**config.mk**
```make
export PLATFORM = sky130hd
export DESIGN_NAME = gpio
export DESIGN_NICKNAME = d
export VERILOG_FILES = /design/src/logic/gpio_pkg.sv /design/src/logic/gpio_reg_if.sv /design/src/logic/gpio_packet_decode.sv /design/src/logic/gpio_in_sync.sv /design/src/logic/gpio_out_ctrl.sv /design/src/logic/gpio_irq_ctrl.sv /design/src/logic/gpio_readback.sv /design/src/logic/gpio.sv
export SDC_FILE = /design/constraint.sdc
export NUM_CORES = 1
export LEC_CHECK = 0
export BUFFER_PORTS_ARGS = -buffer_cell sky130_fd_sc_hd__buf_4
export CAP_MARGIN = 20
export CORE_ASPECT_RATIO = 1.4
export CORE_MARGIN = 4
export CORE_UTILIZATION = 56
export DETAILED_ROUTE_END_ITERATION = 6
export PLACE_DENSITY = 0.81
export SLEW_MARGIN = 20
export SYNTH_ARGS = -nofsm -noshare
export SYNTH_HDL_FRONTEND = slang
export SYNTH_SLANG_ARGS = --single-unit
```
**constraint.sdc**
```tcl
create_clock -name clk -period 2.3 [get_ports clk]
set_input_delay 0.46 -clock clk [delete_from_list [all_inputs] [get_ports clk]]
set_output_delay 0.46 -clock clk [all_outputs]
set_load 0.01 [all_outputs]
```
**src/logic/gpio_pkg.sv**
```systemverilog
// gpio shared definitions
// packet field positions, widths, block id field
// register map enum

`default_nettype none

package gpio_pkg;

   //########################################
   // widths
   //########################################
   localparam int unsigned gpio_aw = 32;           // address and data width
   localparam int unsigned gpio_pw = 2*gpio_aw+40; // mesh packet width, 104
   localparam int unsigned off_w   = 6;            // register offset width
   localparam int unsigned id_w    = 3;            // block id width

   //########################################
   // packet fields
   //########################################
   // datamode [2:1], ctrlmode [7:3], srcaddr [103:72] are not decoded here
   localparam int unsigned pkt_write_bit = 0;  // 1 = write, 0 = read
   localparam int unsigned pkt_dst_lsb   = 8;  // dstaddr [39:8]
   localparam int unsigned pkt_data_lsb  = 40; // data [71:40]

   // fields inside the destination address
   localparam int unsigned off_lsb = 2; // word offset, addr [7:2]
   localparam int unsigned id_lsb  = 8; // block id, addr [10:8]

   // register offsets, addr [7:2]
   typedef enum logic [off_w-1:0] {
      reg_odata    = 6'd0,
      reg_odataand = 6'd1,
      reg_odataorr = 6'd2,
      reg_odataxor = 6'd3,
      reg_oen      = 6'd4,
      reg_idata    = 6'd5,  // read only
      reg_itype    = 6'd6,
      reg_ipol     = 6'd7,
      reg_imask    = 6'd8,
      reg_imaskand = 6'd9,
      reg_imaskorr = 6'd10,
      reg_ilat     = 6'd11,
      reg_ilatand  = 6'd12  // last mapped offset
   } gpio_reg_e;

endpackage

`default_nettype wire

```
**src/logic/gpio_reg_if.sv**
```systemverilog
// decoded register access bundle
// source side is the packet decoder, sink side the register blocks

`timescale 1ns/1ps
`default_nettype none

interface gpio_reg_if;

   logic                         wr;     // write strobe, one cycle
   logic                         rd;     // read strobe, one cycle
   gpio_pkg::gpio_reg_e          regsel; // register offset
   logic [gpio_pkg::gpio_aw-1:0] wdata;  // write data

   // decoder drives
   modport source (
      output wr,
      output rd,
      output regsel,
      output wdata
   );

   // register blocks and readback listen
   modport sink (
      input wr,
      input rd,
      input regsel,
      input wdata
   );

endinterface

`default_nettype wire

```
**src/logic/gpio_packet_decode.sv**
```systemverilog
// mesh packet decoder
// block id match, offset decode, read and write strobes

`timescale 1ns/1ps
`default_nettype none

module gpio_packet_decode #(
   parameter logic [gpio_pkg::id_w-1:0] ID = '0  // block id to match
) (
   input  wire                            reg_access, // access strobe
   input  wire [gpio_pkg::gpio_pw-1:0]    reg_packet, // mesh packet
   gpio_reg_if.source                     bus         // decoded access
);

   logic                          write;    // packet write bit
   logic [gpio_pkg::gpio_aw-1:0]  dst_addr; // destination address
   logic [gpio_pkg::off_w-1:0]    offset;   // word offset
   logic [gpio_pkg::id_w-1:0]     blk_id;   // block id field
   logic                          match;    // access aimed at this block
   logic                          mapped;   // offset inside register map
   logic                          writable;

   //########################################
   // packet fields
   //########################################
   assign write    = reg_packet[gpio_pkg::pkt_write_bit];
   assign dst_addr = reg_packet[gpio_pkg::pkt_dst_lsb +: gpio_pkg::gpio_aw];
   assign offset   = dst_addr[gpio_pkg::off_lsb +: gpio_pkg::off_w];
   assign blk_id   = dst_addr[gpio_pkg::id_lsb +: gpio_pkg::id_w];

   // upper address bits are ignored
   assign match = reg_access & (blk_id == ID);

   //########################################
   // offset decode
   //########################################
   // map is dense from 0 up to ilatand
   assign mapped   = (offset <= gpio_pkg::reg_ilatand);
   // idata is input only, so writes to it drop here
   assign writable = mapped & (offset != gpio_pkg::reg_idata);

   assign bus.regsel = gpio_pkg::gpio_reg_e'(offset);
   assign bus.wdata  = reg_packet[gpio_pkg::pkt_data_lsb +: gpio_pkg::gpio_aw];

   // strobes, never both high
   assign bus.wr = match & write & writable;
   assign bus.rd = match & ~write; // unmapped reads resolve to zero downstream

endmodule

`default_nettype wire

```
**src/logic/gpio_in_sync.sv**
```systemverilog
// input pin synchronizer
// two flop sync, shadow flop, rise and fall events

`timescale 1ns/1ps
`default_nettype none

module gpio_in_sync #(
   parameter int unsigned N = 24  // number of pins
) (
   input  wire          clk,
   input  wire          nreset,  // async, active low
   input  wire  [N-1:0] pins,    // raw pins, asynchronous
   output logic [N-1:0] sync,    // synchronized pins
   output logic [N-1:0] rise,    // one cycle, low to high
   output logic [N-1:0] fall     // one cycle, high to low
);

   logic [N-1:0] meta;    // first stage, may go metastable
   logic [N-1:0] shadow;  // sync delayed one cycle

   //########################################
   // synchronizer and shadow
   //########################################
   always_ff @(posedge clk or negedge nreset) begin
      if (!nreset) begin
         meta   <= '0;
         sync   <= '0;
         shadow <= '0;
      end else begin
         meta   <= pins;   // edge 1
         sync   <= meta;   // edge 2, safe to use
         shadow <= sync;   // previous sync value
      end
   end

   // edge detect against previous value
   // each event holds for exactly one cycle
   assign rise = sync & ~shadow;
   assign fall = ~sync & shadow;

endmodule

`default_nettype wire

```
**src/logic/gpio_out_ctrl.sv**
```systemverilog
// output control registers
// odata with load, and, or, xor writes
// oen tristate enables

`timescale 1ns/1ps
`default_nettype none

module gpio_out_ctrl #(
   parameter int unsigned N = 24  // number of pins
) (
   input  wire          clk,
   input  wire          nreset,  // async, active low
   gpio_reg_if.sink     bus,     // decoded register access
   output logic [N-1:0] odata,   // pin output data
   output logic [N-1:0] oen      // pin tristate enables
);

   logic [N-1:0] wdata_n;  // write data cut to pin count

   assign wdata_n = bus.wdata[N-1:0];

   //########################################
   // odata
   //########################################
   always_ff @(posedge clk or negedge nreset) begin
      if (!nreset) begin
         odata <= '0;
      end else if (bus.wr) begin
         case (bus.regsel)
            gpio_pkg::reg_odata:    odata <= wdata_n;
            gpio_pkg::reg_odataand: odata <= odata & wdata_n; // clear bits
            gpio_pkg::reg_odataorr: odata <= odata | wdata_n; // set bits
            gpio_pkg::reg_odataxor: odata <= odata ^ wdata_n; // toggle bits
            default:                odata <= odata;
         endcase
      end
   end

   //########################################
   // oen
   //########################################
   always_ff @(posedge clk or negedge nreset) begin
      if (!nreset) begin
         oen <= '0;
      end else if (bus.wr && (bus.regsel == gpio_pkg::reg_oen)) begin
         oen <= wdata_n;  // 1 drives the pin
      end
   end

endmodule

`default_nettype wire

```
**src/logic/gpio_irq_ctrl.sv**
```systemverilog
// interrupt control
// itype, ipol, imask and ilat registers
// per pin event qualify, masked global interrupt

`timescale 1ns/1ps
`default_nettype none

module gpio_irq_ctrl #(
   parameter int unsigned N = 24  // number of pins
) (
   input  wire          clk,
   input  wire          nreset,  // async, active low
   gpio_reg_if.sink     bus,     // decoded register access
   input  wire  [N-1:0] sync,    // synchronized pins
   input  wire  [N-1:0] rise,    // rising events
   input  wire  [N-1:0] fall,    // falling events
   output logic [N-1:0] itype,   // 0 level, 1 edge
   output logic [N-1:0] ipol,    // 0 positive, 1 negative
   output logic [N-1:0] imask,   // 1 blocks pin from irq
   output logic [N-1:0] ilat,    // latched interrupts
   output logic         irq      // global interrupt
);

   logic [N-1:0] wdata_n;    // write data cut to pin count
   logic [N-1:0] evt;        // qualified event per pin
   logic [N-1:0] ilat_next;

   assign wdata_n = bus.wdata[N-1:0];

   //########################################
   // config registers
   //########################################
   always_ff @(posedge clk or negedge nreset) begin
      if (!nreset) begin
         itype <= '0;
         ipol  <= '0;
         imask <= '0;
      end else if (bus.wr) begin
         case (bus.regsel)
            gpio_pkg::reg_itype:    itype <= wdata_n;
            gpio_pkg::reg_ipol:     ipol  <= wdata_n;
            gpio_pkg::reg_imask:    imask <= wdata_n;
            gpio_pkg::reg_imaskand: imask <= imask & wdata_n;
            gpio_pkg::reg_imaskorr: imask <= imask | wdata_n;
            default: ;
         endcase
      end
   end

   //########################################
   // event qualify
   //########################################
   assign evt = (~itype & ~ipol & sync)  |  // level, active high
                (~itype &  ipol & ~sync) |  // level, active low
                ( itype & ~ipol & rise)  |  // rising edge
                ( itype &  ipol & fall);    // falling edge

   // latch next value
   always_comb begin
      ilat_next = ilat;
      if (bus.wr && (bus.regsel == gpio_pkg::reg_ilatand)) begin
         ilat_next = ilat & wdata_n;   // zeros clear
      end
      if (bus.wr && (bus.regsel == gpio_pkg::reg_ilat)) begin
         ilat_next = ilat | wdata_n;   // ones set
      end
      ilat_next = ilat_next | evt;     // event beats a clear
   end

   always_ff @(posedge clk or negedge nreset) begin
      if (!nreset) begin
         ilat <= '0;
      end else begin
         ilat <= ilat_next;
      end
   end

   // unmasked latch bits reach the global line
   assign irq = |(ilat & ~imask);

endmodule

`default_nettype wire

```
**src/logic/gpio_readback.sv**
```systemverilog
// register readback
// idata sample register, registered read mux

`timescale 1ns/1ps
`default_nettype none

module gpio_readback #(
   parameter int unsigned N = 24  // number of pins
) (
   input  wire                                clk,
   input  wire                                nreset,    // async, active low
   gpio_reg_if.sink                           bus,       // decoded register access
   input  wire  [N-1:0]                       odata,
   input  wire  [N-1:0]                       oen,
   input  wire  [N-1:0]                       idata_src, // synchronized pins
   input  wire  [N-1:0]                       itype,
   input  wire  [N-1:0]                       ipol,
   input  wire  [N-1:0]                       imask,
   input  wire  [N-1:0]                       ilat,
   output logic [gpio_pkg::gpio_aw-1:0]       rdata      // read data
);

   logic [N-1:0]                 idata;   // sampled pins
   logic [gpio_pkg::gpio_aw-1:0] rd_sel;  // zero extended selection

   // idata follows the sync output one cycle late
   always_ff @(posedge clk or negedge nreset) begin
      if (!nreset) idata <= '0;
      else         idata <= idata_src;
   end

   //########################################
   // read mux
   //########################################
   always_comb begin
      rd_sel = '0;  // unmapped and set/clear aliases read zero
      case (bus.regsel)
         gpio_pkg::reg_odata: rd_sel[N-1:0] = odata;
         gpio_pkg::reg_oen:   rd_sel[N-1:0] = oen;
         gpio_pkg::reg_idata: rd_sel[N-1:0] = idata;
         gpio_pkg::reg_itype: rd_sel[N-1:0] = itype;
         gpio_pkg::reg_ipol:  rd_sel[N-1:0] = ipol;
         gpio_pkg::reg_imask: rd_sel[N-1:0] = imask;
         gpio_pkg::reg_ilat:  rd_sel[N-1:0] = ilat;
         default: ;
      endcase
   end

   // holds until the next read
   always_ff @(posedge clk or negedge nreset) begin
      if (!nreset)     rdata <= '0;
      else if (bus.rd) rdata <= rd_sel;
   end

endmodule

`default_nettype wire

```
**src/logic/gpio.sv**
```systemverilog
// gpio top level, up to 32 pins
// mesh packet register access, output and tristate control
// synchronized inputs with level and edge interrupts

`timescale 1ns/1ps
`default_nettype none

module gpio #(
   parameter int unsigned               N  = 24,  // number of pins, 1 to 32
   parameter logic [gpio_pkg::id_w-1:0] ID = '0   // block id, addr [10:8]
) (
   input  wire                           clk,
   input  wire                           nreset,     // async, active low
   input  wire                           reg_access, // register access strobe
   input  wire  [gpio_pkg::gpio_pw-1:0]  reg_packet, // mesh packet
   output logic [gpio_pkg::gpio_aw-1:0]  reg_rdata,  // readback data
   input  wire  [N-1:0]                  gpio_in,    // pin inputs
   output logic [N-1:0]                  gpio_out,   // pin output data
   output logic [N-1:0]                  gpio_en,    // pin tristate enables
   output logic                          gpio_irq,   // masked global interrupt
   output logic [gpio_pkg::gpio_aw-1:0]  gpio_ilat   // latch, zero extended
);

   logic [N-1:0] sync;   // synchronized pins
   logic [N-1:0] rise;
   logic [N-1:0] fall;
   logic [N-1:0] itype;
   logic [N-1:0] ipol;
   logic [N-1:0] imask;
   logic [N-1:0] ilat;

   gpio_reg_if bus ();  // decoder to register blocks

   //########################################
   // access decode
   //########################################
   gpio_packet_decode #(.ID(ID)) u_decode (
      .reg_access (reg_access),
      .reg_packet (reg_packet),
      .bus        (bus.source)
   );

   //########################################
   // pins and registers
   //########################################
   gpio_in_sync #(.N(N)) u_in_sync (
      .clk (clk), .nreset (nreset), .pins (gpio_in),
      .sync (sync), .rise (rise), .fall (fall)
   );

   gpio_out_ctrl #(.N(N)) u_out_ctrl (
      .clk (clk), .nreset (nreset), .bus (bus.sink),
      .odata (gpio_out), .oen (gpio_en)
   );

   gpio_irq_ctrl #(.N(N)) u_irq_ctrl (
      .clk (clk), .nreset (nreset), .bus (bus.sink),
      .sync (sync), .rise (rise), .fall (fall),
      .itype (itype), .ipol (ipol), .imask (imask), .ilat (ilat),
      .irq (gpio_irq)
   );

   gpio_readback #(.N(N)) u_readback (
      .clk (clk), .nreset (nreset), .bus (bus.sink),
      .odata (gpio_out), .oen (gpio_en), .idata_src (sync),
      .itype (itype), .ipol (ipol), .imask (imask), .ilat (ilat),
      .rdata (reg_rdata)
   );

   assign gpio_ilat = gpio_pkg::gpio_aw'(ilat);  // upper bits zero

endmodule

`default_nettype wire

```
[Word level (Yosys, flattened, before mapping)]
Index checks and enable logic that the tools add are counted.
Storage, ports and cells
  bits in registers: 240
  bits in latches: 0
  memory bits (writable): 0
  memory bits (read-only): 0
  input bits: 131
  output and inout port bits: 113
  logic and storage cells: 74
  memories: 0
Cells by class
  $add $sub $neg: 0
  $mul: 0
  div/mod/pow operators: 0
  $lt $le $gt $ge: 1
  equality and inequality tests: 13
  shift-type cells: 0
  multiplexer cells: 5
  bitwise logic cells: 33
  reduce and logical (&&, ||, !) cells: 12
Operators by type and width (count)
  24-bit bitwise AND: 14
  24-bit bitwise OR: 7
  24-bit one-hot mux with 7 select lines: 1
  24-bit inverter: 5
  24-bit one-hot mux with 4 select lines: 1
  24-bit one-hot mux with 3 select lines: 1
  24-bit 2-to-1 mux: 2
  6-bit by 4-bit equality test with 1-bit output (second input constant): 5
  6-bit by 3-bit equality test with 1-bit output (second input constant): 4
  24-bit OR reduction: 1
  24-bit XOR: 1
  6-bit by 2-bit equality test with 1-bit output (second input constant): 2
  2-bit AND reduction: 4
  6-bit by 1-bit equality test with 1-bit output (second input constant): 1
  6-bit by 4-bit less-or-equal comparator with 1-bit output (second input constant): 1
  6-bit zero test: 1
  6-bit by 3-bit != test with 1-bit output (second input constant): 1
  1-bit bitwise AND: 5
  4-bit nonzero test: 1
  1-bit logical AND: 3
  3-bit zero test: 1
  3-bit nonzero test: 1
  1-bit inverter: 1

[Longest topological paths before layout]
Gate-level depths: netlist (run 1).
  depth after elaboration: 8
  gate-level depth with buffers: 7
  gate-level depth less buffers: 6

[Hierarchy]
Synthesis (run 1) repeated with hierarchy kept, for this count alone.
Second synthesis, totals
  cells, all modules: 1137
  area total of the unflattened synthesis: 13634.3 µm²
By module, submodules not included
  gpio_irq_ctrl: instances 1, cells each 449, area each 4588.2 µm², sequential area each 2402.3 µm²
  gpio_out_ctrl: instances 1, cells each 255, area each 3368.2 µm², sequential area each 1201.2 µm²
  gpio_readback: instances 1, cells each 261, area each 3056.7 µm², sequential area each 1201.2 µm²
  gpio_in_sync: instances 1, cells each 120, area each 2222.1 µm², sequential area each 1801.7 µm²
  gpio_packet_decode: instances 1, cells each 43, area each 335.3 µm², sequential area each 0.0 µm²
  gpio: instances 1, cells each 9, area each 63.8 µm², sequential area each 0.0 µm²

[Least setup slack after synthesis (run 1)]
No wires, ideal clock.
  kind: input to register
  from: in reg_packet[10] (netlist bit)
  to: reg u_out_ctrl.oen[10]
  library setup time: 0.125 ns
  data arrival time: 1.978 ns
  required time: 2.175 ns
  setup slack: 0.198 ns
  cell stages on the path: 7
  path buffers: 3
  cell sequence: or4_1 > clkbuf_1 > nor2_1 > and4_1 > buf_4 > buf_6 > mux2_2
On the way
  cells in the longest elaborated chain, start to end: 4
  elaborated cells between the ends (all ways): 6
  classes of those cells: 1 x order compare; 2 x eq/ne; 2 x bitwise; 1 x reduce/logical
Ends and longest elaborated chain
  start: declaration: line gpio.sv:15  | input wire [gpio_pkg::gpio_pw-1:0] reg_packet,
  6-bit by 4-bit less-or-equal comparator with 1-bit output or 6-bit by 3-bit != test with 1-bit output (tied branches): line gpio_packet_decode.sv:38, gpio_packet_decode.sv:40
  1-bit bitwise AND: line gpio_packet_decode.sv:40  | assign writable = mapped & (offset != gpio_pkg::reg_idata);
  1-bit bitwise AND: line gpio_packet_decode.sv:46  | assign bus.wr = match & write & writable;
  1-bit logical AND (*): line gpio_out_ctrl.sv:45  | end else if (bus.wr && (bus.regsel == gpio_pkg::reg_oen)) begin
  end signal: assignment: line gpio_out_ctrl.sv:46  | oen <= wdata_n;
  end: declaration: line gpio_out_ctrl.sv:15  | output logic [N-1:0] oen
Every way passes the cells marked *; elsewhere a longest branch is shown, timed or not.
A chain may end at the register's enable or synchronous reset.

[Worst setup path in the final report (run 1)]
  from: reg u_irq_ctrl.ilat[7]
  to: out gpio_irq
On the way
  cells in the longest elaborated chain, start to end: 2
Ends and longest elaborated chain
  start: declaration: line gpio_irq_ctrl.sv:20  | output logic [N-1:0] ilat,
  start signal: assignment: line gpio_irq_ctrl.sv:74  | ilat <= ilat_next;
  24-bit bitwise AND: line gpio_irq_ctrl.sv:79  | assign irq = |(ilat & ~imask);
  24-bit OR reduction: line gpio_irq_ctrl.sv:79
  end: declaration: line gpio.sv:20  | output logic gpio_irq,
Every way passes these cells.

==> results of run 1 <==
synthesized netlist by cell type (4+ instances only):
cell and n:
a2111oi_0 12, mux4_2 24, nand3b_1 45, buf_4 17, buf_6 5, nor2b_1 6
nand4_1 4, buf_2 18, o21ai_0 36, clkbuf_1 39, nor2_1 54, ha_1 48
a21oi_1 107, nand2_1 93, inv_1 116, a2bb2oi_1 12, o211ai_1 21, o21ai_2 4
o21ai_1 17, a221o_1 24, a221oi_1 12, mux2i_1 47, mux2_2 38, a22oi_1 35
dfrtp_1 240, nor3_1 24
per-layer routing:
metal | vias up | track usage, % | routed length [um]
li1 | 4342 | - | -
met3 | 112 | 4.462 | 2702
met1 | 4830 | 34.89 | 12630
met5 | - | 0 | 0
met2 | 446 | 46.75 | 16700
met4 | 0 | 13.87 | 1562
final cells by class:
cell class | count | share of cell area [%]
Antenna cell | 1 | 0.01712
Clock buffer | 35 | 5.016
Clock inverter | 9 | 0.3253
Inverter | 116 | 2.979
Multi-Input combinational cell | 709 | 36.35
Sequential cell | 240 | 41.09
Tap cell | 260 | 2.225
Timing Repair Buffer | 215 | 11.99
timing repair:
item                                   in CTS  in global routing
pin swaps                                   3                  1
setup endpoints to repair                   1                  1
hold buffers                                1                  0
endpoints found under the hold margin      62                  0
buffers inserted                            0                  0
gates resized for setup                     8                  1
power groups by stage:
stage / registers (mW) / logic [mW] / clock network (mW)
2_1_floorplan: 4.48 / 0.441 / 0
3_3_place_gp: 4.49 / 0.800 / 0
3_5_place_dp: 4.49 / 0.828 / 0
4_1_cts: 4.42 / 0.841 / 3.89
5_1_grt: 4.43 / 0.925 / 4.06
6_report: 4.42 / 0.839 / 3.85
how the worst min path moves through the flow:
stage                      start                  to  slack (ns)  depth (start not counted)
2_1_floorplan             nreset   u_in_sync.meta[0]        0.16                          0
3_3_place_gp   u_in_sync.meta[7]   u_in_sync.sync[7]        0.33                          0
3_5_place_dp   u_in_sync.meta[4]   u_in_sync.sync[4]        0.33                          0
4_1_cts              gpio_in[21]  u_in_sync.meta[21]        0.04                          1
5_1_grt               gpio_in[0]   u_in_sync.meta[0]        0.03                          1
6_report             gpio_in[11]  u_in_sync.meta[11]        0.05                          1
flip-flops by register name, indices dropped and copies added (netlist names):
name,count
u_in_sync.meta,24
u_in_sync.sync,24
u_irq_ctrl.ilat,24
u_irq_ctrl.imask,24
u_irq_ctrl.ipol,24
u_irq_ctrl.itype,24
u_out_ctrl.odata,24
u_out_ctrl.oen,24
u_readback.idata,24
u_readback.rdata,24
cell families after synthesis:
logic type,share of synthesized area [%]
AOI/OAI and AO/OA,15.51
xor gates and xnor gates,0.2903
adders and majority gates,4.975
buffers and inverters,7.152
DFF,49.75
muxes,11.92
other,0.03106
and+or+nand+nor,10.38
==> flow_metrics.env, run 1 <==
export IMPL_grt_total_usage_pct=27.77
export IMPL_synth_edf_count=0
export IMPL_worst_endpoint_arrival_ns=2.02
export IMPL_final_cell_mix="dfrtp_1 (239), buf_4 (202), inv_1 (116), a21oi_1 (107), nand2_1 (93)"
export IMPL_finalHoldViolations=0
export IMPL_detail_route_antenna_nets=0
export IMPL_stdcell_area_um2=14620
export IMPL_critPathTopFamily="simple AND/OR/NAND/NOR gates"
export IMPL_violations="setup timing"
export IMPL_ios=244
export IMPL_rsz0062_at_grt="yes"
export IMPL_cts_buffers=25
export IMPL_portBuffers=157
export IMPL_synth_cells=1131
export IMPL_status="complete, but fails checks"
export IMPL_core_um2=21200
export IMPL_crit_path_end_kind="primary output"
export IMPL_drc=0
export IMPL_worstSkewPairLatency_ns=0.52
export IMPL_combinationalPowerShare_pct=9.2
export IMPL_synthFlopType="dfrtp_1"
export IMPL_synthTopCellsByArea="dfrtp_1 (50%), ha_1 (5.0%), mux4_2 (4.5%), a21oi_1 (4.4%), mux2i_1 (3.9%)"
export IMPL_dp_cells=1539
export IMPL_finalSetupTns_ns=-0.1770
export IMPL_vias=9730
export IMPL_hold_class="primary input to register"
export IMPL_wire_per_inst_um=21.19
export IMPL_path_cells="nor2b_4 -> a2111oi_4 -> o2111ai_2 -> or3_4 -> buf_6"
export IMPL_antenna_found_initial=0
export IMPL_critPathKind="register to primary output"
export IMPL_std_cell_rows=63
export IMPL_drive_gt1_share_pct=25.15
export IMPL_r2r_end="u_out_ctrl.odata[12]"
export IMPL_syn_to_final_growth_pct=21.09
export IMPL_powerDensity_nw_per_um2=622.9
export IMPL_cts_clk_slew_worst_paths_ns=0.06
export IMPL_final_min_clock_period_ns=2.477
export IMPL_p_int_mw=6.909
export IMPL_cp_num_buf_inv=1
export IMPL_cp_required_ns=1.84
export IMPL_dieArea_um2=24000
export IMPL_via_per_inst=6.139
export IMPL_final_common_cell="dfrtp_1"
export IMPL_post_route_util_pct=68.94
export IMPL_rr_worst_depth=5
export IMPL_relSlewSlack_pct=49.72
export IMPL_cp_startpoint="u_irq_ctrl.ilat[7]"
export IMPL_reg2reg_from="u_out_ctrl.odata[12]"
export IMPL_switching_share_pct=24.13
export IMPL_max_stage_delay_ns=0.39
export IMPL_start_util_pct=56.93
export IMPL_r2r_slack_ns=0.75
export IMPL_nNetsFinal=1486
export IMPL_post_dp_cell_area_um2=13780
export IMPL_yosysTopAreaCell="dfrtp_1"
export IMPL_p_clk_share_pct=42.3
export IMPL_ys_warnings_count=0
export IMPL_layout_setup_ws_ns=-0.1770
export IMPL_grt_pass1_vias=10080
export IMPL_fmax_mhz=403.7
export IMPL_p_sw_mw=2.197
export IMPL_drt_iter0_drc=927
export IMPL_worst_pin_slew_ns=0.7535
export IMPL_hold_ws_ns=0.04762
export IMPL_grt_pass1_wl_um=53740
export IMPL_slowest_stage="dfrtp_1"
export IMPL_grt_overflow_total=0
export IMPL_cp_start_kind="register"
export IMPL_ys_types=50
export IMPL_wirelength_um=33590
export IMPL_h_tree_depth=1
export IMPL_nFillCells=1558
export IMPL_cts_sinks=240
export IMPL_power_leakage_nw=6.863
export IMPL_critPathMaxFanout=2
export IMPL_ir_worst_vdd_mv=0.6199
export IMPL_synth_area_um2=12070
export IMPL_grt_max_degree=69
export IMPL_ys_seq_elements=240
export IMPL_cap_violations=0
export IMPL_cts_tree="done"
export IMPL_gp_routability_congestion=0.9129
export IMPL_yosys_area_top_type_share_pct=49.75
export IMPL_final_cells=1585
export IMPL_finClkSkew_ns=0.006678
export IMPL_power_mw=9.106
export IMPL_die_h_um=181.7
export IMPL_seqCellArea_um2=6007
export IMPL_setup_violations=1
export IMPL_root_buffer="clkbuf_16"
export IMPL_maxSlewViolCount=0
export IMPL_pwr_share_seq_pct=48.5
export IMPL_clock_path_buffers=3
export IMPL_die_w_um=132.1
export IMPL_endpoint="gpio_irq"
export IMPL_hpwl_um=23200
export IMPL_multiInputGateArea_um2=5314
export IMPL_firstDrtPassIters=5
export IMPL_dp_slack_ns=-0.0002858
export IMPL_synthArstFlopShare_pct=100.0
export IMPL_yosysSeqAreaShare_pct=49.75
export IMPL_cp_num_cells=5
export IMPL_finalCritPeriodShare_pct=107.7
export IMPL_syn_avg_cell_area_um2=10.67
(Power assumes the default switching activity.)
==> run 2, diff against run 1 <==
CORE_UTILIZATION = 50   (was 56)
PLACE_DENSITY = 0.77   (was 0.81)
clock period = 2.05 ns   (was 2.3 ns; I/O delays follow)
==> run 2 against run 1 <==
The flow still finishes with violations (setup timing). Combinational power up 22%. Critical endpoint unchanged. Die area up 11%. Critical path depth unchanged. Sequential share of layout area down 1.8 points. Global-route usage down 2.1 points. Clock skew about the same. Sequential power up 12%. First-iteration DRC count down 16%. Via count up 3.1%.
==> flow_metrics.env, run 2 (same netlist as run 1, synthesis figures left out) <==
export IMPL_violations="setup timing"
export IMPL_antenna_found_initial=1
export IMPL_gp_routability_congestion=0.9493
export IMPL_cts_clk_slew_worst_paths_ns=0.06
export IMPL_path_cells="nor2b_4 -> a2111oi_4 -> o2111ai_2 -> or3_4 -> buf_6"
export IMPL_ios=244
export IMPL_setup_violations=1
export IMPL_root_buffer="clkbuf_16"
export IMPL_finalHoldViolations=0
export IMPL_hpwl_um=24400
export IMPL_status="complete, but fails checks"
export IMPL_relSlewSlack_pct=59.79
export IMPL_drive_gt1_share_pct=26.16
export IMPL_wire_per_inst_um=20.59
export IMPL_drc=0
export IMPL_cts_tree="done"
export IMPL_grt_overflow_total=0
export IMPL_slowest_stage="dfrtp_1"
export IMPL_die_h_um=191.9
export IMPL_start_util_pct=50.53
export IMPL_fmax_mhz=409.2
export IMPL_clock_path_buffers=3
export IMPL_portBuffers=157
export IMPL_maxSlewViolCount=0
export IMPL_power_leakage_nw=7.137
export IMPL_grt_pass1_wl_um=54970
export IMPL_syn_to_final_growth_pct=26.56
export IMPL_layout_setup_ws_ns=-0.3937
export IMPL_critPathKind="register to primary output"
export IMPL_vias=10030
export IMPL_dieArea_um2=26730
export IMPL_via_per_inst=5.930
export IMPL_wirelength_um=34830
export IMPL_final_cells=1691
export IMPL_max_stage_delay_ns=0.38
export IMPL_detail_route_antenna_nets=0
export IMPL_ir_worst_vdd_mv=0.6547
export IMPL_cp_required_ns=1.64
export IMPL_cts_sinks=240
export IMPL_core_um2=23890
export IMPL_worstSkewPairLatency_ns=0.52
export IMPL_post_dp_cell_area_um2=14130
export IMPL_worst_endpoint_arrival_ns=2.03
export IMPL_firstDrtPassIters=6
export IMPL_crit_path_end_kind="primary output"
export IMPL_final_min_clock_period_ns=2.444
export IMPL_die_w_um=139.3
export IMPL_powerDensity_nw_per_um2=700.1
export IMPL_std_cell_rows=67
export IMPL_dp_cells=1620
export IMPL_final_cell_mix="dfrtp_1 (240), buf_4 (230), inv_1 (116), a21oi_1 (107), nand2_1 (93)"
export IMPL_grt_max_degree=61
export IMPL_final_common_cell="dfrtp_1"
export IMPL_finClkSkew_ns=0.006889
export IMPL_grt_total_usage_pct=25.68
export IMPL_worst_pin_slew_ns=0.5880
export IMPL_h_tree_depth=1
export IMPL_cp_start_kind="register"
export IMPL_rsz0062_at_grt="yes"
export IMPL_cap_violations=0
export IMPL_critPathMaxFanout=2
export IMPL_drt_iter0_drc=776
export IMPL_cts_buffers=24
export IMPL_nNetsFinal=1541
export IMPL_stdcell_area_um2=15280
export IMPL_grt_pass1_vias=10380
export IMPL_hold_ws_ns=0.1842
export IMPL_finalCritPeriodShare_pct=119.2
export IMPL_hold_class="primary input to register"
-- run 2: changes by cell type in the layout (fill, tap and decap cells not counted), moves of 3 or more --
cell and delta:
buf_4 +28, dlygate4sd3_1 +24, clkinv_2 -5, buf_12 +4, bufinv_16 +4, clkbuf_8 -4
clkbuf_1 +3
-- run 2: cell type report --
type | instances | area [um^2]
Inverter | 116 | 435.4
Sequential cell | 240 | 6006
Timing Repair Buffer | 271 | 2283
Clock inverter | 10 | 158.9
Clock buffer | 34 | 689.4
Multi-Input combinational cell | 709 | 5314
Tap cell | 310 | 387.9
Fill cell | 1804 | 8615
Antenna cell | 1 | 2.502
-- run 2: routing by layer --
metal / global-route usage (%) / wire [um] / part of all wire, % / up-vias
met2: 43.91 / 17400 / 50 / 486
met3: 4.159 / 2596 / 7.5 / 115
met4: 13.82 / 1778 / 5.1 / 0
met5: 0 / 0 / 0 / -
met1: 31.24 / 13050 / 37 / 4953
li1: - / - / - / 4474
-- run 2: metrics by stage --
step | TNS [ns] | util [%] | power (mW) | setup WS, ns
floorplan | 0 | - | 5.519 | 0.01367
global placement | -5.342 | 59.13 | 5.973 | -0.1269
detailed placement | -7.196 | 59.13 | 6.013 | -0.1635
CTS | -0.3884 | 63.91 | 10.75 | -0.3884
global route | -0.4579 | 63.94 | 11.05 | -0.4579
finish | -0.3937 | 63.94 | 10.70 | -0.3937
-- run 2: path summary, 6_finish.rpt --
kind	startpoint	to	slack, ns	depth (start not counted)
max in group asynchronous	nreset	u_out_ctrl.oen[18]	0.92	3
min in group asynchronous	nreset	u_in_sync.meta[20]	0.43	2
max reg2reg	u_out_ctrl.odata[1]	u_readback.rdata[1]	0.40	5
min reg2reg	u_in_sync.meta[13]	u_in_sync.sync[13]	0.35	0
max	u_irq_ctrl.ilat[7]	gpio_irq	-0.39	5
min	reg_packet[49]	u_irq_ctrl.imask[9]	0.18	3
-- run 2: worst max-delay path, delay by kind of cell (launching register included) --
kind / cells / cell delay [ns]
AO/OA/AOI/OAI: 2 / 0.49
buffers and inverters: 1 / 0.13
flip-flops: 1 / 0.38
AND/OR/NAND/NOR: 2 / 0.51
-- run 2: what timing repair did --
| item | in CTS | in global routing |
|---|---|---|
| hold buffers | 25 | 0 |
| pin swaps | 3 | 1 |
| buffers inserted | 1 | 0 |
| gates resized for setup | 7 | 1 |
| hold endpoints to repair | 75 | 0 |
| endpoints found under the setup margin | 1 | 1 |
-- run 2: report_power, final --
part	switching, mW	internal [mW]
combinational	0.548	0.471
sequential	0.100	4.86
clock	1.87	2.85
total	2.52	8.18
==> run 3, diff against run 2 <==
CORE_MARGIN = unset   (was 4)
==> run 3 against run 2 <==
The run still ends with setup timing left. Clock skew is 0.00079 ns higher. Combinational power barely moved. Global-route usage increased by 2.8 points. Die area down 7.3%. Final area decreased by 0.58%. First-iteration DRC count grew 4.0%. Worst hold slack worse by 0.16 ns. Clock power shrank 4%. Non-clock buffer count shrank 1. Wire length down 0.91%. Core utilization rose by 0.82 points.
==> flow_metrics.env, run 3 (same netlist as run 1, synthesis figures left out) <==
export IMPL_worst_endpoint_arrival_ns=2.06
export IMPL_root_buffer="clkbuf_16"
export IMPL_wire_per_inst_um=20.47
export IMPL_p_sw_mw=2.538
export IMPL_h_tree_depth=1
export IMPL_worst_pin_slew_ns=0.6821
export IMPL_wirelength_um=34510
export IMPL_cts_clk_slew_worst_paths_ns=0.06
export IMPL_relSlewSlack_pct=54.36
export IMPL_cp_num_buf_inv=1
export IMPL_gp_routability_congestion=0.8763
export IMPL_portBuffers=157
export IMPL_rsz0062_at_grt="yes"
export IMPL_powerDensity_nw_per_um2=692.5
export IMPL_drc=0
export IMPL_die_h_um=185.9
export IMPL_finalHoldViolations=0
export IMPL_layout_setup_ws_ns=-0.4169
export IMPL_detail_route_antenna_nets=0
export IMPL_antenna_cells=0
export IMPL_finalCritPeriodShare_pct=120.3
export IMPL_start_util_pct=51.47
export IMPL_core_um2=23450
export IMPL_cp_start_kind="register"
export IMPL_path_cells="nor2b_4 -> a2111oi_4 -> o2111ai_1 -> or3_4 -> buf_6"
export IMPL_setup_violations=1
export IMPL_via_per_inst=5.953
export IMPL_p_int_mw=7.980
export IMPL_hold_ws_ns=0.02092
export IMPL_drive_gt1_share_pct=25.94
export IMPL_syn_to_final_growth_pct=25.82
export IMPL_firstDrtPassIters=6
export IMPL_crit_path_end_kind="primary output"
export IMPL_final_cell_mix="dfrtp_1 (240), buf_4 (232), inv_1 (116), a21oi_1 (107), nand2_1 (93)"
export IMPL_final_common_cell="dfrtp_1"
export IMPL_grt_overflow_total=0
export IMPL_clock_path_buffers=3
export IMPL_violations="setup timing"
export IMPL_critPathMaxFanout=2
export IMPL_cts_buffers=25
export IMPL_dieArea_um2=24780
export IMPL_dp_slack_ns=-0.2415
export IMPL_hold_class="primary input to register"
export IMPL_cp_required_ns=1.64
export IMPL_worstSkewPairLatency_ns=0.52
export IMPL_final_min_clock_period_ns=2.467
export IMPL_ir_worst_vdd_mv=0.6681
export IMPL_post_dp_cell_area_um2=14090
export IMPL_std_cell_rows=66
export IMPL_pwr_share_seq_pct=47.1
export IMPL_cts_sinks=240
export IMPL_critPathTopFamily="simple AND/OR/NAND/NOR gates"
export IMPL_die_w_um=133.3
export IMPL_cap_violations=0
export IMPL_status="complete, but fails checks"
export IMPL_slowest_stage="dfrtp_1"
export IMPL_nFillCells=1859
export IMPL_finClkSkew_ns=0.007674
export IMPL_p_clk_share_pct=43.3
export IMPL_nNetsFinal=1541
export IMPL_max_stage_delay_ns=0.38
export IMPL_grt_pass1_vias=10220
export IMPL_critPathKind="register to primary output"
export IMPL_grt_max_degree=66
export IMPL_vias=10040
export IMPL_power_leakage_nw=7.121
export IMPL_stdcell_area_um2=15190
export IMPL_hpwl_um=23790
export IMPL_cts_tree="done"
export IMPL_drt_iter0_drc=807
export IMPL_ios=244
export IMPL_fmax_mhz=405.4
export IMPL_antenna_found_initial=0
export IMPL_maxSlewViolCount=0
export IMPL_grt_pass1_wl_um=54700
export IMPL_combinationalPowerShare_pct=9.6
export IMPL_switching_share_pct=24.13
export IMPL_grt_total_usage_pct=28.44
-- run 3: area by class of cell --
class / instances / area [um^2] / area share, %
Clock buffer: 37 / 710.7 / 4.679
Clock inverter: 8 / 100.1 / 0.6590
Inverter: 116 / 435.4 / 2.867
Multi-Input combinational cell: 709 / 5305 / 34.93
Sequential cell: 240 / 6006 / 39.54
Tap cell: 306 / 382.9 / 2.521
Timing Repair Buffer: 270 / 2248 / 14.80
-- run 3: power by group through the flow --
stage / Clock, mW / Combinational (mW) / Sequential (mW)
3_5_place_dp: 0 / 0.959 / 5.04
3_3_place_gp: 0 / 0.927 / 5.03
4_1_cts: 4.59 / 1.01 / 4.96
2_1_floorplan: 0 / 0.494 / 5.02
5_1_grt: 4.81 / 1.11 / 4.97
6_report: 4.55 / 1.01 / 4.96
-- run 3: metrics by stage --
stage	std cells	utilization [%]	power [mW]	TNS (ns)
floorplan	1146	-	5.519	0
global placement	1616	60.10	5.960	-6.850
detailed placement	1616	60.10	6.000	-8.934
CTS	1686	64.76	10.55	-0.4046
global route	1686	64.76	10.88	-0.4986
finish	1686	64.76	10.52	-0.4169
-- run 3: timing repair --
item	CTS	global route
resized for setup	7	0
pin swaps	3	1
hold buffers	24	0
setup buffers	1	0
endpoints found under the setup margin	1	1
endpoints found under the hold margin	69	0
-- run 3: routing by layer --
| metal | GRT usage [%] | wire length, um |
|---|---|---|
| met2 | 48.81 | 17260 |
| met3 | 3.813 | 2452 |
| met1 | 35.13 | 13190 |
| met4 | 14.50 | 1604 |
| met5 | 0 | 0 |
-- run 3: path summary, 6_finish.rpt --
kind / startpoint / to / slack, ns / cells after the start
min in group asynchronous: nreset / u_in_sync.meta[11] / 0.38 / 2
min: gpio_in[15] / u_in_sync.meta[15] / 0.02 / 1
max reg2reg: u_out_ctrl.odata[22] / u_out_ctrl.odata[22] / 0.48 / 5
max: u_irq_ctrl.ilat[9] / gpio_irq / -0.42 / 5
max in group asynchronous: nreset / u_readback.rdata[14] / 0.95 / 3
min reg2reg: u_in_sync.meta[10] / u_in_sync.sync[10] / 0.35 / 0
